==> config.mk <==
export PLATFORM = sky130hd
export DESIGN_NAME = dtlb_top
export DESIGN_NICKNAME = d
export VERILOG_FILES = /design/src/design/tlb_pkg.sv /design/src/design/tlb_ctrl_pkg.sv /design/src/design/tlb_if.sv /design/src/design/tlb_way.sv /design/src/design/tlb_lru.sv /design/src/design/tlb_ctrl.sv /design/src/design/tlb_resp.sv /design/src/design/dtlb_top.sv
export VERILOG_INCLUDE_DIRS = /design/src /design/src/design
export SDC_FILE = /design/constraint.sdc
export NUM_CORES = 2
export LEC_CHECK = 0
export BUFFER_PORTS_ARGS = -buffer_cell sky130_fd_sc_hd__buf_2
export CORE_MARGIN = 2
export CORE_UTILIZATION = 40
export DETAILED_ROUTE_END_ITERATION = 6
export GPL_ROUTABILITY_DRIVEN = 0
export PLACE_DENSITY = 0.62
export SETUP_SLACK_MARGIN = 0.15
export SLEW_MARGIN = 20
export SYNTH_ARGS = -nofsm -noshare
export SYNTH_HDL_FRONTEND = slang
export SYNTH_HIERARCHICAL = 1
export SYNTH_SLANG_ARGS = --single-unit
==> constraint.sdc <==
create_clock -name clk -period 19 [get_ports clk]
set_clock_uncertainty 0.1 [all_clocks]
set_input_delay 3.8 -clock clk [delete_from_list [all_inputs] [get_ports clk]]
set_output_delay 3.8 -clock clk [all_outputs]
set_load 0.005 [all_outputs]
==> src/design/tlb_consts.svh <==
`ifndef TLB_CONSTS_SVH
`define TLB_CONSTS_SVH

// geometry
`define TLB_WAYS 4
`define TLB_SETS 16
`define TLB_SET_BITS 4
`define TLB_WAY_BITS 2

// field widths
`define TLB_TAG_BITS 20
`define TLB_PPN_BITS 18

// one set cleared per cycle
`define TLB_INIT_CYCLES 16

`endif

==> src/design/tlb_pkg.sv <==
`include "tlb_consts.svh"

package tlb_pkg;

  typedef logic [`TLB_TAG_BITS-1:0] tlb_tag_t;
  typedef logic [`TLB_SET_BITS-1:0] tlb_set_t;
  typedef logic [`TLB_WAY_BITS-1:0] tlb_way_t;

  // translation payload
  typedef struct packed {
    logic [`TLB_PPN_BITS-1:0] ppn;
    logic                     writable;
    logic                     user;
  } tlb_pte_t;

  // one stored word of a way
  typedef struct packed {
    logic     valid;
    tlb_tag_t tag;
    tlb_pte_t pte;
  } tlb_entry_t;

endpackage

==> src/design/tlb_ctrl_pkg.sv <==
package tlb_ctrl_pkg;

  // init sweep, then normal operation
  typedef enum logic {
    ST_INIT,
    ST_RUN
  } tlb_state_e;

  typedef enum logic {
    OP_FILL,
    OP_INVAL
  } tlb_op_e;

endpackage

==> src/design/tlb_if.sv <==
`include "tlb_consts.svh"

// per-way compare results
interface tlb_probe_if;
  import tlb_pkg::*;

  logic     look_hit;
  tlb_pte_t look_pte;
  // write tag found in the write set
  logic     wr_hit;

  modport way (output look_hit, output look_pte, output wr_hit);
  modport resp (input look_hit, input look_pte);
  modport ctrl (input look_hit, input wr_hit);
endinterface

// storage write shared by all ways
interface tlb_wr_if;
  import tlb_pkg::*;

  // one enable bit per way
  logic [`TLB_WAYS-1:0] wen;
  tlb_set_t             set;
  tlb_entry_t           entry;

  modport ctrl (output wen, output set, output entry);
  modport way (input wen, input set, input entry);
endinterface

==> src/design/tlb_way.sv <==
`include "tlb_consts.svh"

module tlb_way (
  input  logic              clk,
  input  tlb_pkg::tlb_set_t lookup_set,
  input  tlb_pkg::tlb_tag_t lookup_tag,
  input  tlb_pkg::tlb_tag_t wr_tag,
  input  tlb_pkg::tlb_set_t wr_set,
  tlb_wr_if.way             wr,
  input  logic              wen,
  tlb_probe_if.way          probe
);
  import tlb_pkg::*;

  tlb_entry_t mem [`TLB_SETS];
  tlb_entry_t look_rd;
  tlb_entry_t wr_rd;

  // two async read ports
  assign look_rd = mem[lookup_set];
  assign wr_rd   = mem[wr_set];

  // lookup side
  assign probe.look_hit = look_rd.valid && (look_rd.tag == lookup_tag);
  assign probe.look_pte = look_rd.pte;

  // write side, used to find an existing copy of the tag
  assign probe.wr_hit = wr_rd.valid && (wr_rd.tag == wr_tag);

  always_ff @(posedge clk) begin
    if (wen) begin
      mem[wr.set] <= wr.entry;
    end
  end

endmodule

==> src/design/tlb_lru.sv <==
`include "tlb_consts.svh"

module tlb_lru (
  input  logic              clk,
  input  logic              touch,
  input  tlb_pkg::tlb_set_t touch_set,
  input  tlb_pkg::tlb_way_t touch_way,
  input  logic              init,
  input  tlb_pkg::tlb_set_t victim_set,
  output tlb_pkg::tlb_way_t victim
);
  import tlb_pkg::*;

  typedef logic [`TLB_WAY_BITS-1:0] age_t;

  // ages per set, highest is most recently used
  age_t [`TLB_WAYS-1:0] ages [`TLB_SETS];
  age_t [`TLB_WAYS-1:0] cur;
  age_t [`TLB_WAYS-1:0] next;
  age_t                 old_age;

  assign cur     = ages[touch_set];
  assign old_age = cur[touch_way];

  always_comb begin
    for (int w = 0; w < `TLB_WAYS; w++) begin
      if (init) begin
        next[w] = age_t'(w);
      end else if (tlb_way_t'(w) == touch_way) begin
        next[w] = age_t'(`TLB_WAYS - 1);
      end else if (cur[w] > old_age) begin
        // younger ways slide down one slot
        next[w] = cur[w] - 1'b1;
      end else begin
        next[w] = cur[w];
      end
    end
  end

  always_ff @(posedge clk) begin
    if (init || touch) begin
      ages[touch_set] <= next;
    end
  end

  // ages of a set are a permutation, so exactly one way is at zero
  always_comb begin
    victim = '0;
    for (int w = 0; w < `TLB_WAYS; w++) begin
      if (ages[victim_set][w] == '0) begin
        victim = tlb_way_t'(w);
      end
    end
  end

endmodule

==> src/design/tlb_ctrl.sv <==
`include "tlb_consts.svh"

module tlb_ctrl (
  input  logic                  clk,
  input  logic                  rst,
  input  logic                  lookup_valid,
  input  tlb_pkg::tlb_set_t     lookup_set,
  input  logic                  wr_valid,
  input  tlb_ctrl_pkg::tlb_op_e wr_op,
  input  tlb_pkg::tlb_set_t     wr_set,
  input  tlb_pkg::tlb_tag_t     wr_tag,
  input  tlb_pkg::tlb_pte_t     wr_pte,
  tlb_probe_if.ctrl             probe [`TLB_WAYS],
  tlb_wr_if.ctrl                wr,
  input  tlb_pkg::tlb_way_t     victim,
  output logic                  lookup_accept,
  output logic                  lru_touch,
  output tlb_pkg::tlb_set_t     lru_set,
  output tlb_pkg::tlb_way_t     lru_way,
  output logic                  lru_init,
  output logic                  ready
);
  import tlb_pkg::*;
  import tlb_ctrl_pkg::*;

  tlb_state_e           state;
  tlb_set_t             init_cnt;
  logic [`TLB_WAYS-1:0] look_hit_vec;
  logic [`TLB_WAYS-1:0] wr_hit_vec;
  tlb_way_t             look_way;
  tlb_way_t             wr_hit_way;
  tlb_way_t             target;
  logic                 init;
  logic                 wr_accept;
  logic                 fill;
  logic                 wr_do;

  function automatic tlb_way_t encode(input logic [`TLB_WAYS-1:0] vec);
    tlb_way_t way;
    way = '0;
    for (int i = 0; i < `TLB_WAYS; i++) begin
      if (vec[i]) begin
        way = tlb_way_t'(i);
      end
    end
    return way;
  endfunction

  for (genvar w = 0; w < `TLB_WAYS; w++) begin : g_probe
    assign look_hit_vec[w] = probe[w].look_hit;
    assign wr_hit_vec[w]   = probe[w].wr_hit;
  end

  // init sweep over all sets after reset
  always_ff @(posedge clk) begin
    if (rst) begin
      state    <= ST_INIT;
      init_cnt <= '0;
    end else if (state == ST_INIT) begin
      init_cnt <= init_cnt + 1'b1;
      if (init_cnt == tlb_set_t'(`TLB_INIT_CYCLES - 1)) begin
        state <= ST_RUN;
      end
    end
  end

  assign init          = (state == ST_INIT);
  assign ready         = (state == ST_RUN);
  assign lookup_accept = lookup_valid && ready;
  assign wr_accept     = wr_valid && ready;
  assign fill          = wr_accept && (wr_op == OP_FILL);

  // existing copy of the tag wins over the LRU victim
  assign look_way   = encode(look_hit_vec);
  assign wr_hit_way = encode(wr_hit_vec);
  assign target     = (|wr_hit_vec) ? wr_hit_way : victim;

  // invalidate of an absent tag writes nothing
  assign wr_do = fill || (wr_accept && (|wr_hit_vec));

  assign wr.wen = init ? '1 :
                  wr_do ? ({{(`TLB_WAYS - 1){1'b0}}, 1'b1} << target) : '0;
  assign wr.set   = init ? init_cnt : wr_set;
  assign wr.entry = init ? '0 : tlb_entry_t'{valid: fill, tag: wr_tag, pte: wr_pte};

  // a write in the same cycle owns the LRU update
  assign lru_init  = init;
  assign lru_touch = fill || (lookup_accept && (|look_hit_vec) && !wr_accept);
  assign lru_set   = init ? init_cnt : (wr_accept ? wr_set : lookup_set);
  assign lru_way   = wr_accept ? target : look_way;

endmodule

==> src/design/tlb_resp.sv <==
`include "tlb_consts.svh"

module tlb_resp (
  input  logic              clk,
  input  logic              rst,
  input  logic              accept,
  tlb_probe_if.resp         probe [`TLB_WAYS],
  output logic              resp_valid,
  output logic              resp_hit,
  output tlb_pkg::tlb_way_t resp_way,
  output tlb_pkg::tlb_pte_t resp_pte
);
  import tlb_pkg::*;

  logic [`TLB_WAYS-1:0] hit_vec;
  tlb_pte_t             pte_arr [`TLB_WAYS];
  tlb_way_t             hit_way;
  tlb_pte_t             hit_pte;

  for (genvar w = 0; w < `TLB_WAYS; w++) begin : g_probe
    assign hit_vec[w] = probe[w].look_hit;
    assign pte_arr[w] = probe[w].look_pte;
  end

  // and-or select, hits are one-hot so a miss leaves zeros
  always_comb begin
    hit_way = '0;
    hit_pte = '0;
    for (int w = 0; w < `TLB_WAYS; w++) begin
      if (hit_vec[w]) begin
        hit_way = hit_way | tlb_way_t'(w);
        hit_pte = hit_pte | pte_arr[w];
      end
    end
  end

  always_ff @(posedge clk) begin
    if (rst) begin
      resp_valid <= 1'b0;
      resp_hit   <= 1'b0;
    end else begin
      resp_valid <= accept;
      resp_hit   <= accept && (|hit_vec);
    end
  end

  // payload held between responses
  always_ff @(posedge clk) begin
    if (accept) begin
      resp_way <= hit_way;
      resp_pte <= hit_pte;
    end
  end

endmodule

==> src/design/dtlb_top.sv <==
`include "tlb_consts.svh"

module dtlb_top (
  input  logic                  clk,
  input  logic                  rst,
  input  logic                  lookup_valid,
  input  tlb_pkg::tlb_set_t     lookup_set,
  input  tlb_pkg::tlb_tag_t     lookup_tag,
  input  logic                  wr_valid,
  input  tlb_ctrl_pkg::tlb_op_e wr_op,
  input  tlb_pkg::tlb_set_t     wr_set,
  input  tlb_pkg::tlb_tag_t     wr_tag,
  input  tlb_pkg::tlb_pte_t     wr_pte,
  output logic                  ready,
  output logic                  resp_valid,
  output logic                  resp_hit,
  output tlb_pkg::tlb_way_t     resp_way,
  output tlb_pkg::tlb_pte_t     resp_pte
);
  import tlb_pkg::*;

  tlb_way_t             victim;
  logic                 lookup_accept;
  logic                 lru_touch;
  tlb_set_t             lru_set;
  tlb_way_t             lru_way;
  logic                 lru_init;
  // lookup hits of all ways, watched by the assertions
  logic [`TLB_WAYS-1:0] look_hit_vec;

  tlb_probe_if probe_if [`TLB_WAYS] ();
  tlb_wr_if    wr_if ();

  for (genvar w = 0; w < `TLB_WAYS; w++) begin : g_way
    tlb_way u_way (
      .clk        (clk),
      .lookup_set (lookup_set),
      .lookup_tag (lookup_tag),
      .wr_tag     (wr_tag),
      .wr_set     (wr_set),
      .wr         (wr_if),
      .wen        (wr_if.wen[w]),
      .probe      (probe_if[w])
    );
    assign look_hit_vec[w] = probe_if[w].look_hit;
  end

  tlb_lru u_lru (
    .clk        (clk),
    .touch      (lru_touch),
    .touch_set  (lru_set),
    .touch_way  (lru_way),
    .init       (lru_init),
    .victim_set (wr_set),
    .victim     (victim)
  );

  tlb_ctrl u_ctrl (
    .clk           (clk),
    .rst           (rst),
    .lookup_valid  (lookup_valid),
    .lookup_set    (lookup_set),
    .wr_valid      (wr_valid),
    .wr_op         (wr_op),
    .wr_set        (wr_set),
    .wr_tag        (wr_tag),
    .wr_pte        (wr_pte),
    .probe         (probe_if),
    .wr            (wr_if),
    .victim        (victim),
    .lookup_accept (lookup_accept),
    .lru_touch     (lru_touch),
    .lru_set       (lru_set),
    .lru_way       (lru_way),
    .lru_init      (lru_init),
    .ready         (ready)
  );

  tlb_resp u_resp (
    .clk        (clk),
    .rst        (rst),
    .accept     (lookup_accept),
    .probe      (probe_if),
    .resp_valid (resp_valid),
    .resp_hit   (resp_hit),
    .resp_way   (resp_way),
    .resp_pte   (resp_pte)
  );

endmodule

==> results.txt <==
status -> complete, but fails checks
failing checks -> design-rule violations
peak supply drop -> 76.0 uV
clock tree sinks -> 2,781
ys flop type -> edfxtp_1
Final Setup Violations -> 0
setup TNS -> 0 ns
gate count after technology mapping -> 6,263
async set-reset flop share out of synthesis -> 0%
critical path class -> primary input to flip-flop
area occupied by registers -> 0.0834 mm^2
Reg clk slew, reported paths -> 0.06 ns
min cycle time layout -> 11.61 ns
total grt overflow -> 0
Netlist Area Pre-Place -> 0.122 mm^2
largest net degree at the start of global routing -> 107
commonest non-fill, non-tap cell in the layout -> edfxtp_1
final hold vios -> 0
layout overhead on the synthesized area -> 12.4%
Net Count, Synth -> 6,345
flops & latches, synth -> 2,781
commonest non-fill, non-tap cells in the layout -> edfxtp_1, mux4_2, mux2i_1
CTS Buffer Depth -> 4
Routed WL per cell -> 34.2 um
later-pin clock latency in the skew report -> 0.97 ns
Die Ht -> 557 um
I/O pin cnt -> 98
fmax -> 0.0862 GHz
gr usage total -> 23.4%
number of I/O port buffers -> 97
CP Capture Type -> flip-flop
crit start category -> primary input
Cell variety after synth -> 77
Slew headroom -> 21.2%
die footprint -> 0.310 mm^2
WP data arrival -> 12.09 ns
drt first-iter violations -> 9,709
worst-path fanout max -> 65
Residual DRC -> 10
GRT busiest layer -> met2
H-tree levels -> 5
Vias -> 68,200
RSZ-0062 raised after global routing -> no
Avg Vias per Cell -> 6.36
Post-CTS Setup Inserts -> 0
Post-CTS Hold Fix Bufs -> 0
Period Utilization, post-route -> 61.1%
layout cells sized above 1 -> 27.2%
die width -> 557 um
Worst-Margin Slew -> 1.18 ns
nets -> 6,557
first-pass GRT wire length -> 516,000 um
Routed Antenna Nets -> 0
synthesis warning total -> 6
Lkg Pwr -> 43.4 nW
met3 usage -> 4.33%
area of the multi-input gates -> 0.0372 mm^2
TritonCTS Buffers -> 309
Final Max Tran Viols -> 0
initial core utilization -> 40.3%
number of global-route vias before repair -> 68,100
PnR Total Power -> 13.6 mW
Site Rows -> 202
Detail Placement HPWL -> 212,000 um
Max Cap Viol -> 0
TritonCTS clock tree -> done
worst hold path class -> flip-flop to flip-flop
Synth Area per Inst -> 19.5 um^2
clock root buffer -> clkbuf_16
Worst Path Required -> 19.48 ns
sequential fraction of the synthesis area -> 68.3%
initial antenna violation count -> 41
Pre-antenna DRT Iters -> 7
PostCTS Resize Cnt -> 0
Routed WL -> 367,000 um
met2 Use GR -> 36.4%
Core ar. -> 0.303 mm^2
met1 global-route usage -> 32.0%
FILL cells -> 25,600
Pwr Density -> 98.9 mW/mm^2
Post-synth EDFFs -> 2,774
-- per-stage QoR --
stage	area [um^2]	std cells	utilization [%]	setup slack, ns	hold WS [ns]
3_3_place_gp	128000	10100	42.1	6.64	0.429
5_1_grt	137000	10700	45.3	7.10	0.472
4_1_cts	137000	10700	45.2	7.52	0.436
6_report	137000	10700	45.3	7.39	0.436
3_5_place_dp	128000	10100	42.1	6.57	0.427
2_1_floorplan	122000	6263	-	8.60	0.389
-- cells in the mapped netlist (46+ instances only) --
master | n | share of area (%)
a21oi_1 | 98 | 0.40
a22oi_1 | 108 | 0.66
and2_1 | 46 | 0.24
buf_2 | 160 | 0.66
clkbuf_1 | 126 | 0.39
edfxtp_1 | 2774 | 68
inv_1 | 52 | 0.16
mux2i_1 | 454 | 3.7
mux4_2 | 957 | 18
nand2_1 | 211 | 0.65
nand3_1 | 51 | 0.21
nor2_1 | 214 | 0.66
nor3_1 | 80 | 0.33
o21ai_0 | 69 | 0.28
xnor2_1 | 95 | 0.68
xor2_1 | 60 | 0.43
-- per-layer routing --
layer / share of wire [%] / vias up
met4: 5.2 / 4
li1: - / 26900
met2: 46 / 4003
met1: 39 / 36400
met3: 9.7 / 825
met5: 0.0068 / -
-- worst max-delay path, cell delays in order --
cell	delay (ns)
buf_8	0.49
buf_4	0.82
buf_4	0.87
mux4_2	0.64
mux2i_1	0.20
xnor2_1	0.16
o2111ai_1	0.13
or4_1	0.62
nor4_2	0.29
buf_4	0.43
nor2_1	0.12
a21oi_1	0.81
nor2b_1	0.18
and2_0	0.21
or3_1	0.44
ha_1	0.22
nor2b_1	0.12
a2bb2oi_1	0.30
nand3_1	0.13
xor2_1	0.17
a21oi_1	0.76
-- layout make-up --
cell class / count / share of cell area, %
Sequential cell: 2781 / 60.8
Timing Repair Buffer: 268 / 1.43
Clock buffer: 379 / 5.92
Antenna cell: 50 / 0.0911
Clock inverter: 149 / 0.933
Inverter: 64 / 0.175
Tap cell: 3978 / 3.62
Multi-Input combinational cell: 3051 / 27.1
-- kinds of logic (layout without fill, tap and decap cells) --
family	Yosys count	in the layout	share of synthesized area, %
mux	1465	1465	22.0
fa+ha+maj	9	9	0.0922
buf+inv	431	860	1.77
compound gates	618	618	3.54
flops	2781	2781	68.3
simple gates	804	804	3.19
xor+xnor	155	155	1.11
other cells	0	50	0
-- power breakdown --
group / switching, mW / total [mW] / internal (mW)
registers: 0.0441 / 6.85 / 6.81
logic: 0.647 / 1.06 / 0.410
clock network: 2.37 / 5.67 / 3.30
-- sequential cells by signal, summed over array words and instances (netlist names) --
signal and count:
u_resp/resp_hit 1, u_ctrl/ready 1, u_resp/resp_valid 1, u_resp/resp_way 2
g_way.u_way/mem 2624, u_ctrl/init_cnt 4, u_lru/ages 128, u_resp/resp_pte 20
-- path summary, 6_finish.rpt --
check                                          startpoint                 to  slack (ns)  cells past startpoint
worst max-delay path                        lookup_set[2]  u_lru/ages[11][1]        7.39                     21
worst min-delay path                   u_ctrl/init_cnt[3]       u_ctrl/ready        0.44                      2
worst max register to register  g_way[3].u_way/mem[2][22]  u_lru/ages[11][1]       12.02                     19
worst min register to register         u_ctrl/init_cnt[3]       u_ctrl/ready        0.44                      2
(Power assumes the default switching activity.)
